File: config.mk
export PLATFORM = sky130hd
export DESIGN_NAME = icache_top
export DESIGN_NICKNAME = d
export VERILOG_FILES = /design/src/rtl/icache_pkg.sv /design/src/rtl/icache_wr_if.sv /design/src/rtl/icache_fetch.sv /design/src/rtl/icache_fill.sv /design/src/rtl/icache_mem.sv /design/src/rtl/icache_top.sv
export SDC_FILE = /design/constraint.sdc
export NUM_CORES = 2
export LEC_CHECK = 0
export BUFFER_PORTS_ARGS = -buffer_cell sky130_fd_sc_hd__clkbuf_2
export CAP_MARGIN = 30
export CORE_ASPECT_RATIO = 1.75
export CORE_MARGIN = 2
export CORE_UTILIZATION = 42
export CTS_CLUSTER_DIAMETER = 200
export CTS_CLUSTER_SIZE = 28
export DETAILED_ROUTE_END_ITERATION = 6
export PLACE_DENSITY = 0.6
export SLEW_MARGIN = 20
export SYNTH_ARGS = -nofsm -noshare
export SYNTH_HDL_FRONTEND = slang
export SYNTH_SLANG_ARGS = --single-unit
export TNS_END_PERCENT = 20
File: constraint.sdc
create_clock -name clk_i -period 13.2 [get_ports clk_i]
set_input_delay 1.98 -clock clk_i [delete_from_list [all_inputs] [get_ports clk_i]]
set_output_delay 1.98 -clock clk_i [all_outputs]
set_load 0.03 [all_outputs]
File: src/rtl/icache_pkg.sv
// icache package
// cache geometry, rv32 opcodes, line entry format and the immediate
// extraction helpers shared by the fill and fetch sides

package icache_pkg;

  // geometry
  localparam int icache_tag_width    = 8;
  localparam int icache_entries      = 64;
  localparam int icache_block_words  = 4;
  localparam int icache_lines        = icache_entries / icache_block_words;
  localparam int icache_offset_width = $clog2(icache_block_words);
  localparam int icache_index_width  = $clog2(icache_lines);
  localparam int pc_width = icache_tag_width + icache_index_width + icache_offset_width;

  // instruction widths
  localparam int instr_width        = 32;
  localparam int stored_instr_width = instr_width - 2;
  localparam int bimm_width         = 12;
  localparam int jimm_width         = 20;

  // partial target adders, byte addressed
  localparam int byte_addr_width   = pc_width + 2;
  localparam int branch_low_width  = bimm_width + 1;
  localparam int jal_low_width     = jimm_width + 1;
  localparam int branch_high_width = byte_addr_width - branch_low_width;

  // rv32 major opcodes
  localparam logic [6:0] op_branch = 7'b1100011;
  localparam logic [6:0] op_jal    = 7'b1101111;
  localparam logic [6:0] op_jalr   = 7'b1100111;

  // one cache line, word i sits at index i of each field
  typedef struct packed {
    logic [icache_block_words-1:0]                         lower_sign;
    logic [icache_block_words-1:0]                         lower_cout;
    logic [icache_tag_width-1:0]                           tag;
    logic [icache_block_words-1:0][stored_instr_width-1:0] instr;
  } icache_entry_t;

  // 13-bit B-type immediate, bit 0 always zero
  function automatic logic [branch_low_width-1:0] bimm_extract(
    input logic [instr_width-1:0] instr
  );
    return {instr[31], instr[7], instr[30:25], instr[11:8], 1'b0};
  endfunction

  // 21-bit J-type immediate, bit 0 always zero
  function automatic logic [jal_low_width-1:0] jimm_extract(
    input logic [instr_width-1:0] instr
  );
    return {instr[31], instr[19:12], instr[20], instr[30:21], 1'b0};
  endfunction

endpackage

File: src/rtl/icache_wr_if.sv
// icache line write channel
// carries one complete line from the fill side into the line storage

`timescale 1ns/100ps

interface icache_wr_if;
  import icache_pkg::*;

  // single-cycle write strobe that the storage always takes
  logic                          wr_v;
  logic [icache_index_width-1:0] wr_index;
  logic [icache_tag_width-1:0]   wr_tag;
  icache_entry_t                 wr_entry;

  modport fill (output wr_v, output wr_index, output wr_tag, output wr_entry);
  modport mem  (input wr_v, input wr_index, input wr_tag, input wr_entry);

endinterface

File: src/rtl/icache_fetch.sv
// icache fetch side
// registers the fetch pc, decides read or skip, picks the word and
// rebuilds branch and jal targets from the stored partial sums

`timescale 1ns/100ps

module icache_fetch (
  input  logic                                 clk_i,
  input  logic                                 network_reset_i,
  input  logic                                 fetch_v_i,
  input  logic                                 fill_busy_i,
  input  logic [icache_pkg::pc_width-1:0]      fetch_pc_i,
  input  logic                                 read_pc_plus4_i,
  input  logic [icache_pkg::pc_width-1:0]      jalr_prediction_i,
  input  icache_pkg::icache_entry_t            rd_entry_i,
  input  logic                                 rd_valid_i,
  output logic                                 rd_v_o,
  output logic [icache_pkg::icache_index_width-1:0] rd_index_o,
  output logic [icache_pkg::instr_width-1:0]   instr_o,
  output logic [icache_pkg::pc_width-1:0]      target_o,
  output logic [icache_pkg::pc_width-1:0]      pc_r_o,
  output logic                                 miss_o,
  output logic                                 branch_imm_sign_o
);
  import icache_pkg::*;

  logic                           accept;
  logic [pc_width-1:0]            pc_r;
  logic [icache_offset_width-1:0] pc_offset;
  logic [icache_tag_width-1:0]    pc_tag;
  logic [instr_width-1:0]         instr;
  logic                           lower_sign;
  logic                           lower_cout;
  logic [branch_high_width-1:0]   pc_high;
  logic [branch_high_width-1:0]   pc_high_out;
  logic [byte_addr_width-1:0]     branch_pc;
  logic [jal_low_width-1:0]       jal_pc;
  logic                           is_jal;
  logic                           is_jalr;

  // fill owns the memory port while it writes
  assign accept = fetch_v_i & ~fill_busy_i;

  always_ff @(posedge clk_i) begin
    if (network_reset_i) begin
      pc_r <= '0;
    end else if (accept) begin
      pc_r <= fetch_pc_i;
    end
  end

  assign pc_offset = pc_r[icache_offset_width-1:0];
  assign pc_tag    = pc_r[pc_width-1 -: icache_tag_width];

  // skip the read when pc+4 stays inside the held block
  assign rd_v_o     = accept & (~read_pc_plus4_i | (&pc_offset));
  assign rd_index_o = fetch_pc_i[icache_offset_width +: icache_index_width];

  // word select, restore the dropped 2'b11
  assign instr      = {rd_entry_i.instr[pc_offset], 2'b11};
  assign lower_sign = rd_entry_i.lower_sign[pc_offset];
  assign lower_cout = rd_entry_i.lower_cout[pc_offset];

  assign is_jal  = instr[6:0] == op_jal;
  assign is_jalr = instr[6:0] == op_jalr;

  // pc bits above the branch adder
  assign pc_high = pc_r[branch_low_width-2 +: branch_high_width];

  // carry fix-up of the upper part
  // sign == cout keeps it, 0/1 adds one, 1/0 takes one off
  always_comb begin
    if (lower_sign == lower_cout) begin
      pc_high_out = pc_high;
    end else if (lower_cout) begin
      pc_high_out = pc_high + 1'b1;
    end else begin
      pc_high_out = pc_high - 1'b1;
    end
  end

  // byte addresses
  assign branch_pc = {pc_high_out, bimm_extract(instr)};
  // jal adder already covers the whole byte address
  assign jal_pc = jimm_extract(instr);

  always_comb begin
    if (is_jal) begin
      target_o = jal_pc[2 +: pc_width];
    end else if (is_jalr) begin
      target_o = jalr_prediction_i;
    end else begin
      target_o = branch_pc[2 +: pc_width];
    end
  end

  assign instr_o           = instr;
  assign pc_r_o            = pc_r;
  assign branch_imm_sign_o = lower_sign;

  // invalid line or foreign tag
  assign miss_o = ~rd_valid_i | (rd_entry_i.tag != pc_tag);

endmodule

File: src/rtl/icache_fill.sv
// icache fill side
// wishbone classic write slave that pre-computes the low part of branch
// and jal targets, buffers three words and writes whole lines on the fourth

`timescale 1ns/100ps

module icache_fill (
  input  logic                               clk_i,
  input  logic                               network_reset_i,
  input  logic                               wb_cyc_i,
  input  logic                               wb_stb_i,
  input  logic                               wb_we_i,
  input  logic [icache_pkg::pc_width-1:0]    wb_adr_i,
  input  logic [icache_pkg::instr_width-1:0] wb_dat_i,
  output logic                               wb_ack_o,
  icache_wr_if.fill                          wr
);
  import icache_pkg::*;

  logic                           wb_req;
  logic                           ack_r;
  logic                           accept;
  logic [icache_tag_width-1:0]    w_tag;
  logic [icache_index_width-1:0]  w_index;
  logic [icache_offset_width-1:0] w_block_offset;
  logic [icache_offset_width-1:0] write_count_r;
  logic                           is_branch;
  logic                           is_jal;
  logic [branch_low_width-1:0]    b_imm;
  logic [branch_low_width-1:0]    b_pc;
  logic [branch_low_width-1:0]    b_sum;
  logic                           b_cout;
  logic [jal_low_width-1:0]       j_imm;
  logic [jal_low_width-1:0]       j_pc;
  logic [jal_low_width-1:0]       j_sum;
  logic                           j_cout;
  logic [instr_width-1:0]         inj_instr;
  logic [stored_instr_width-1:0]  dropped_instr;
  logic                           imm_sign;
  logic                           pc_lower_cout;

  logic [icache_block_words-2:0]                         sign_buf_r;
  logic [icache_block_words-2:0]                         cout_buf_r;
  logic [icache_block_words-2:0][stored_instr_width-1:0] instr_buf_r;

  // wishbone handshake where reads get an empty ack
  assign wb_req = wb_cyc_i & wb_stb_i & wb_we_i;
  assign accept = wb_req & ack_r;
  assign wb_ack_o = ack_r;

  always_ff @(posedge clk_i) begin
    if (network_reset_i) begin
      ack_r <= 1'b0;
    end else begin
      // one-cycle pulse per strobe
      ack_r <= wb_cyc_i & wb_stb_i & ~ack_r;
    end
  end

  assign {w_tag, w_index, w_block_offset} = wb_adr_i;

  // opcode decode of the incoming word
  assign is_branch = wb_dat_i[6:0] == op_branch;
  assign is_jal    = wb_dat_i[6:0] == op_jal;

  // low target adders on the byte address
  assign b_imm = bimm_extract(wb_dat_i);
  assign b_pc  = branch_low_width'({wb_adr_i, 2'b00});
  assign j_imm = jimm_extract(wb_dat_i);
  assign j_pc  = jal_low_width'({wb_adr_i, 2'b00});

  assign {b_cout, b_sum} = {1'b0, b_imm} + {1'b0, b_pc};
  assign {j_cout, j_sum} = {1'b0, j_imm} + {1'b0, j_pc};

  // partial sum goes back into the immediate field
  // bit 0 is implied
  always_comb begin
    inj_instr = wb_dat_i;
    if (is_branch) begin
      inj_instr[31]    = b_sum[12];
      inj_instr[7]     = b_sum[11];
      inj_instr[30:25] = b_sum[10:5];
      inj_instr[11:8]  = b_sum[4:1];
    end else if (is_jal) begin
      inj_instr[31]    = j_sum[20];
      inj_instr[19:12] = j_sum[19:12];
      inj_instr[20]    = j_sum[11];
      inj_instr[30:21] = j_sum[10:1];
    end
  end

  // low two bits are always 2'b11
  assign dropped_instr = inj_instr[instr_width-1:2];

  // sign and carry only mean something for control words
  // both formats keep the immediate sign in the top bit
  assign imm_sign      = (is_branch | is_jal) & wb_dat_i[instr_width-1];
  assign pc_lower_cout = is_branch ? b_cout : (is_jal & j_cout);

  // block word counter
  always_ff @(posedge clk_i) begin
    if (network_reset_i) begin
      write_count_r <= '0;
    end else if (accept) begin
      write_count_r <= write_count_r + 1'b1;
    end
  end

  // first three words wait here
  always_ff @(posedge clk_i) begin
    if (accept & ~(&write_count_r)) begin
      sign_buf_r[write_count_r]  <= imm_sign;
      cout_buf_r[write_count_r]  <= pc_lower_cout;
      instr_buf_r[write_count_r] <= dropped_instr;
    end
  end

  // fourth word completes the line
  assign wr.wr_v     = accept & (&write_count_r);
  assign wr.wr_index = w_index;
  assign wr.wr_tag   = w_tag;
  assign wr.wr_entry = '{
    lower_sign: {imm_sign, sign_buf_r},
    lower_cout: {pc_lower_cout, cout_buf_r},
    tag:        wr.wr_tag,
    instr:      {dropped_instr, instr_buf_r}
  };

endmodule

File: src/rtl/icache_mem.sv
// icache line storage
// single-port synchronous line array with a valid flag per line,
// read data holds between reads so a skipped read reuses the block

`timescale 1ns/100ps

module icache_mem (
  input  logic                                  clk_i,
  input  logic                                  network_reset_i,
  input  logic                                  rd_v_i,
  input  logic [icache_pkg::icache_index_width-1:0] rd_index_i,
  icache_wr_if.mem                              wr,
  output icache_pkg::icache_entry_t             rd_entry_o,
  output logic                                  rd_valid_o
);
  import icache_pkg::*;

  icache_entry_t           lines_r [icache_lines];
  logic [icache_lines-1:0] valid_r;

  // line array, write owns the port
  always_ff @(posedge clk_i) begin
    if (wr.wr_v) begin
      lines_r[wr.wr_index] <= wr.wr_entry;
    end else if (rd_v_i) begin
      rd_entry_o <= lines_r[rd_index_i];
    end
  end

  // valid flags and the registered flag of the last read
  always_ff @(posedge clk_i) begin
    if (network_reset_i) begin
      valid_r    <= '0;
      rd_valid_o <= 1'b0;
    end else begin
      if (wr.wr_v) begin
        valid_r[wr.wr_index] <= 1'b1;
      end else if (rd_v_i) begin
        rd_valid_o <= valid_r[rd_index_i];
      end
    end
  end

endmodule

File: src/rtl/icache_top.sv
// icache top level
// fill port on wishbone, fetch port answering one cycle after the request,
// both sharing one single-port line store

`timescale 1ns/100ps

module icache_top (
  input  logic                               clk_i,
  input  logic                               network_reset_i,
  // wishbone fill port
  input  logic                               wb_cyc_i,
  input  logic                               wb_stb_i,
  input  logic                               wb_we_i,
  input  logic [icache_pkg::pc_width-1:0]    wb_adr_i,
  input  logic [icache_pkg::instr_width-1:0] wb_dat_i,
  output logic                               wb_ack_o,
  // fetch port
  input  logic                               fetch_v_i,
  input  logic [icache_pkg::pc_width-1:0]    fetch_pc_i,
  input  logic                               read_pc_plus4_i,
  input  logic [icache_pkg::pc_width-1:0]    jalr_prediction_i,
  output logic [icache_pkg::instr_width-1:0] instr_o,
  output logic [icache_pkg::pc_width-1:0]    target_o,
  output logic [icache_pkg::pc_width-1:0]    pc_r_o,
  output logic                               miss_o,
  output logic                               branch_imm_sign_o
);
  import icache_pkg::*;

  logic                          fill_busy;
  logic                          rd_v;
  logic [icache_index_width-1:0] rd_index;
  icache_entry_t                 rd_entry;
  logic                          rd_valid;

  icache_wr_if wr_if ();

  // write request blocks fetches
  assign fill_busy = wb_cyc_i & wb_stb_i & wb_we_i;

  icache_fill fill0 (
    .clk_i           (clk_i),
    .network_reset_i (network_reset_i),
    .wb_cyc_i        (wb_cyc_i),
    .wb_stb_i        (wb_stb_i),
    .wb_we_i         (wb_we_i),
    .wb_adr_i        (wb_adr_i),
    .wb_dat_i        (wb_dat_i),
    .wb_ack_o        (wb_ack_o),
    .wr              (wr_if.fill)
  );

  icache_mem mem0 (
    .clk_i           (clk_i),
    .network_reset_i (network_reset_i),
    .rd_v_i          (rd_v),
    .rd_index_i      (rd_index),
    .wr              (wr_if.mem),
    .rd_entry_o      (rd_entry),
    .rd_valid_o      (rd_valid)
  );

  icache_fetch fetch0 (
    .clk_i             (clk_i),
    .network_reset_i   (network_reset_i),
    .fetch_v_i         (fetch_v_i),
    .fill_busy_i       (fill_busy),
    .fetch_pc_i        (fetch_pc_i),
    .read_pc_plus4_i   (read_pc_plus4_i),
    .jalr_prediction_i (jalr_prediction_i),
    .rd_entry_i        (rd_entry),
    .rd_valid_i        (rd_valid),
    .rd_v_o            (rd_v),
    .rd_index_o        (rd_index),
    .instr_o           (instr_o),
    .target_o          (target_o),
    .pc_r_o            (pc_r_o),
    .miss_o            (miss_o),
    .branch_imm_sign_o (branch_imm_sign_o)
  );

endmodule

Word-level counts from Yosys, hierarchy flattened
Memories as Yosys holds them, arrays and structs flattened. A register that Yosys moved wholly into a read port is not among the register bits.
Index checks and enable logic that the tools add are counted.
- word-level logic and storage cells: 81
- input port bits: 81
- output and inout bits: 63
- memories: 1
- bits in registers: 130
- memory bits (writable): 2176
- memories (name ; words ; width ; rd ports ; clocked after Yosys merged registers in ; wr ports ; RTL line ; RTL):
    mem0.lines_r ; 16 ; 136 ; 1 ; 1 ; 1 ; icache_mem.sv:18 ; icache_entry_t lines_r [icache_lines];
- $add $sub $neg: 5
- $lt $le $gt $ge: 6
- equal/unequal tests: 6
- multiplexer cells: 28
- bitwise gates (word level): 20
- reduce and logical (&&, ||, !) cells: 5
- operator list (operator ; number):
    bitwise mux 90 bit ; 1
    binary-select mux 30 bit (select 2 bit) ; 1
    demux 30 bit (select 2 bit) ; 1
    two-way mux 30 bit ; 2
    two-way mux 14 bit ; 2
    adder 21 x 16 -> 22 bit ; 1
    two-way mux 20 bit ; 1
    bitwise OR 16 bit ; 1
    adder 13 x 13 -> 14 bit ; 1
    equality test 7 bit (second input constant) ; 2
    two-way mux 13 bit ; 1
    bitwise AND 1 bit ; 10
    equality test 5 bit (second input constant) ; 2
    less-than comparator 4 x 5 -> 1 bit (second input constant) ; 2
    two-way mux 1 bit ; 8
    != test 8 bit ; 1
    two-way mux 7 bit ; 1
    bitwise mux 3 bit ; 2
    less-than comparator 2 x 3 -> 1 bit (second input constant) ; 2
    two-way mux 3 bit ; 2
    inverter 1 bit ; 6
    AND reduction 2 bit ; 3
    two-way mux 5 bit ; 1
    binary-select mux 1 bit (select 2 bit) ; 2
    11 further kinds ; 14

Longest topological paths before layout
- depth after elaboration: 6
- depth in mapped cells: 9
- mapped depth without buffers: 8

Cells and area by module
From an unflattened synthesis, not the netlist that was laid out.
- cells, all modules: 4009
- area, all modules: 93292.0 um2
- modules (own cells, without submodules) (module ; area an instance (um2) ; sequential area each (um2) ; times used ; cells an instance):
    icache_mem ; 86650.6 ; 69766.9 ; 1 ; 3479
    icache_fill ; 4689.5 ; 2942.8 ; 1 ; 343
    icache_fetch ; 1945.6 ; 280.3 ; 1 ; 186
    icache_top ; 6.3 ; 0.0 ; 1 ; 1

Worst setup path after synthesis
No wires, ideal clock.
- path type: input to register
- start: input port wb_we_i
- end: memory mem0.lines_r[0][0] in the netlist's numbering (enable)
- setup slack: 0.457 ns
- arrival time: 11.946 ns
- stages on the path: 5
- required time: 12.402 ns
- path through: nand4_1 -> inv_1 -> nand2_1 -> or3_1 -> nor3_1
- word-level cells in the longest chain between the ends: 5
- ends and longest elaborated chain (item ; RTL line ; RTL):
    start, declared ; icache_top.sv:13 ; input logic wb_we_i,
    bitwise AND 1 bit ; icache_fill.sv:47 ; assign wb_req = wb_cyc_i & wb_stb_i & wb_we_i;
    bitwise AND 1 bit ; icache_fill.sv:48 ; assign accept = wb_req & ack_r;
    bitwise AND 1 bit ; icache_fill.sv:119 ; assign wr.wr_v = accept & (&write_count_r);
    two-way mux 1 bit ; icache_mem.sv:23 ; if (wr.wr_v) begin
    two-way mux 1 bit (implied by the code) ; icache_mem.sv:24 ; lines_r[wr.wr_index] <= wr.wr_entry;
    end, declared ; icache_mem.sv:18 ;
No other way between the ends.

Worst setup path in the final report
- start: register fetch0.pc_r[0] (netlist: fetch0.pc_r_o[0])
- end: output port target_o[13] in the netlist's numbering
- word-level cells in the longest chain between the ends: 6
- elaborated cells between the ends (all ways): 13
- ends and longest elaborated chain (item ; RTL line ; RTL):
    start, declared ; icache_fetch.sv:28 ; logic [pc_width-1:0] pc_r;
    start signal, assigned ; icache_fetch.sv:48 ; pc_r <= fetch_pc_i;
    binary-select mux 1 bit (select 2 bit), on equally long branches ; icache_fetch.sv:62, icache_fetch.sv:61 ;
    two-way mux 1 bit, on equally long branches ; icache_fetch.sv:62, icache_fetch.sv:61 ;
    two-way mux 3 bit or equality test 1 bit (tied branches) ; icache_fetch.sv:75, icache_fetch.sv:73 ;
    two-way mux 3 bit ; icache_fetch.sv:73 ; if (lower_sign == lower_cout) begin
    two-way mux 14 bit ; icache_fetch.sv:90 ; end else if (is_jalr) begin
    two-way mux 14 bit * ; icache_fetch.sv:88 ; if (is_jal) begin
    end, declared ; icache_top.sv:23 ; output logic [icache_pkg::pc_width-1:0] target_o,
Every way passes the cells marked *; elsewhere a longest branch is shown, timed or not. The select of a mux whose other input is x is not followed.

==> metrics.md <==
| Metric | Value |
|---|---|
| Status | `completed` |
| Pwr dens | `127.8 mW/mm²` |
| Buffer type at the clock tree root | `clkbuf_16` |
| Number of enable flip-flop cells after synthesis | `2408` |
| Flop and latch count out of synthesis | `2442` |
| Total wire length after detailed routing | `between 200000 and 250000 µm` |
| Sink Count | `2442` |
| Total vias in the final route | `40430` |
| DP HPWL | `113700 µm` |
| Global-route wire length before repair | `312700 µm` |
| Largest net degree at the start of global routing | `111` |
| Netlist cell types | `58` |
| Fraction of final layout cells sized beyond drive strength 1 | `27.86%` |
| Worst setup SP type | `register` |
| Core Area | `about 0.22 mm²` |
| Cell row count | `228` |
| Met3 layer usage reported by global route | `2.093%` |
| Max Clock Skew | `0.04388 ns` |
| Buffer depth of the longest clock path | `3` |
| Global-route layer with the greatest usage | `met2` |
| Highest achievable clock rate | `about 0.15 GHz` |
| First DRT Iteration DRCs | `roughly 4300` |
| Critical path data required time | `11.22 ns` |
| Arrival time of the worst setup path | `~4.6 ns` |
| Number of buffers added to fix hold violations after cts | `0` |
| Fraction of met1 tracks used by global routing | `26.16%` |
| DRT Pass-1 Iters | `5` |
| Top Ports | `between 100 and 150` |
| Share of synthesized registers carrying an async set or reset | `0%` |
| Final instance count without filler cells | `roughly 6800` |
| Number of levels the H-tree was split into | `3` |
| Critical-path maximum fanout | `19` |
| Synth Cell Area | `0.09264 mm²` |
| Inserted Clock Buffers | `97` |
| Proportion of netlist area held by the largest area contributor | `a little under 80%` |
| Post-synth top area cell | `edfxtp_1` |
| Post-Syn Instances | `3758` |
| Setup TNS | `0 ns` |
| Routed wire length per instance | `32.02 µm` |
| Sum of overflow across all layers after global routing | `0` |
| CTS clock-pin slew for the worst setup and hold paths | `0.11 ns` |
| Setup bufs post-CTS | `0` |
| Floorplan die area | `0.2245 mm²` |
| Number of maximum-capacitance constraint violations | `0` |
| Clock tree from TritonCTS | `done` |
| Global-route track usage on met2 | `34.63%` |
| Synthesis warning total | `0` |
| Number of slew-limit violations in the final report | `0` |
| Setup violators final | `0` |
| Number of vias per cell | `5.927` |
| Part of the Yosys area used for sequential elements | `78.79%` |
| Slew at the pin with the worst max-slew slack | `1.083 ns` |
| Die H | `625.3 µm` |
| Quantity of I/O buffers inserted on ports | `approximately 140` |
| Number of nets with antenna violations after detailed routing | `0` |
| Initial cell density of the core | `42.12%` |
| Routability-driven placement congestion ratio | `0.8001` |
| Max-slew headroom | `~28%` |
| Filler cells | `17910` |
| Area grow syn2layout | `7.827%` |
| Average instance area after synthesis | `24.65 µm²` |
| DRC violation count after routing | `0` |
| Cell types with the largest area share after synthesis | `edfxtp_1 78%, mux4_2 17%, dfxtp_1 0.73%, buf_4 0.36%, a21oi_1 0.31%` |
| Cells after DPL | `around 6700` |
| Crit. End Element | `output pin` |
| Fraction of the cycle the final worst path needs | `between 40% and 50%` |
| Vias in the first global route | `42580` |
| Leakage power figure | `30.03 nW` |
| Primary flip-flop cell chosen by synthesis mapping | `edfxtp_1` |
| Setup repair after global routing missed its margin | `false` |
| Final Net Count | `between 4000 and 5000` |
| Initial antenna violation count | `15` |
| Chip Width | `359.0 µm` |
| Final Hold Fails | `0` |
| Clock network latency to the later pin of the worst-skew pair | `0.77 ns` |
| Gr usage total | `19.48%` |
| Classification of the worst-slack hold path | `register to register` |
| Minimum period implied by the final worst setup slack | `roughly 6.6 ns` |
| Path type of the worst setup path | `register to output pin` |
| Number of instances resized during post-cts repair | `0` |
| Max rail drop VDD | `98.64 µV` |
## cell families (layout without fill, tap and decap cells)
| kind of cell | Yosys count | count (layout) | synth area share [%] |
|---|---|---|---|
| flops | 2442 | 2442 | 78.79 |
| fa+ha+maj | 26 | 26 | 0.3755 |
| other cells | 1 | 8 | 0.004048 |
| simple gates | 193 | 193 | 0.9805 |
| xor+xnor | 24 | 24 | 0.2269 |
| buf+inv | 195 | 377 | 1.175 |
| compound gates | 144 | 144 | 0.9616 |
| mux | 733 | 733 | 17.49 |
## power breakdown
part / leakage [nW] / internal, mW / switching [mW] / total (mW)
sequential: 21.9 / 8.46 / 0.0235 / 8.48
combinational: 6.84 / 0.287 / 0.387 / 0.674
clock: 1.28 / 1.37 / 2.23 / 3.61
## metrics by stage
stage          setup slack [ns]  total power [mW]  instance area, µm²  hold WS, ns  util, %
6_report                  6.647             12.76               99890       0.4742    45.42
5_1_grt                   6.413             13.16               99880       0.4789    45.41
4_1_cts                   6.517             12.89               99760       0.4687    45.36
3_5_place_dp              7.182             9.348               97130       0.4523    44.16
3_3_place_gp              7.201             9.340               96980       0.4456    44.09
2_1_floorplan            0.4565             9.116               92650       0.4315        -
## path summary, 6_finish.rpt
kind / startpoint / endpoint / slack [ns] / cells past startpoint
min reg2reg: fetch0.pc_r_o[2] / fetch0.pc_r_o[2] / 0.47 / 2
min: fetch0.pc_r_o[2] / fetch0.pc_r_o[2] / 0.47 / 2
max: fetch0.pc_r_o[0] / target_o[13] / 6.65 / 10
max reg2reg: fetch0.pc_r_o[0] / mem0.rd_entry_o[40] / 8.87 / 5
## critical path: stages (launching register included)
cell and delay [ns]:
dfxtp_4 0.78, buf_4 0.71, mux4_2 0.42, inv_1 0.06
fa_1 0.38, nor3b_1 0.21, a21oi_1 0.07, xnor2_1 0.53
nand2_1 0.21, o21ai_0 0.12, clkbuf_2 0.24
## flip-flops by register name, indices dropped and copies added, names as in the netlist
signal and flops:
mem0.rd_valid_o 1, mem0.valid_r 16, fill0.sign_buf_r 3, mem0.rd_entry_o 136, fill0.wb_ack_o 1, fill0.wr.wr_entry 90, fetch0.pc_r_o 14, fill0.cout_buf_r 3
mem0.lines_r 2176, fill0.write_count_r 2
## area by class of cell
class	instances	area, µm²	area share [%]
repair buffers	245	1864	1.866
flip-flops and latches	2442	73000	73.08
clock inverters	6	110.1	0.1102
clock buffers	117	2524	2.526
inverters	9	33.78	0.03382
multi-input cells	1122	18750	18.77
well taps	2875	3597	3.601
diodes	6	15.01	0.01503
## synth_stat cells, drive strengths merged (2+ instances only)
cell type	instances
a21oi	58
o21bai	4
nor4	4
ha	23
o22ai	4
nand2	77
nand2b	2
nor3	14
a21o	7
and2	6
nor2b	15
a31oi	7
nand3	9
a22oi	3
a211oi	15
inv	9
o21ai	25
xnor2	10
nor2	47
buf	119
a22o	2
nor3b	3
xor2	14
clkbuf	67
dfxtp	34
nand4	7
fa	3
mux2	6
mux4	708
and3	2
or3	3
o221ai	2
a221o	3
mux2i	19
o21a	4
or4	2
edfxtp	2408
## cell usage in the layout (no fill, tap or decap), types with 23 or more instances in the layout
master / instances
edfxtp_1: 2408
mux4_2: 708
clkbuf_2: 137
clkbuf_16: 98
buf_4: 78
nand2_1: 77
a21oi_1: 56
nor2_1: 34
dfxtp_1: 32
ha_1: 23
## metal layers
layer  routed length (µm)  vias to the layer above  part of all wire [%]
li1                     -                    16360                     -
met1                88950                    22770                    41
met5                   95                        -                 0.043
met4                 3704                       14                   1.7
met2               115000                     1108                    53
met3                10630                      192                   4.9
(Power assumes the default switching activity.)
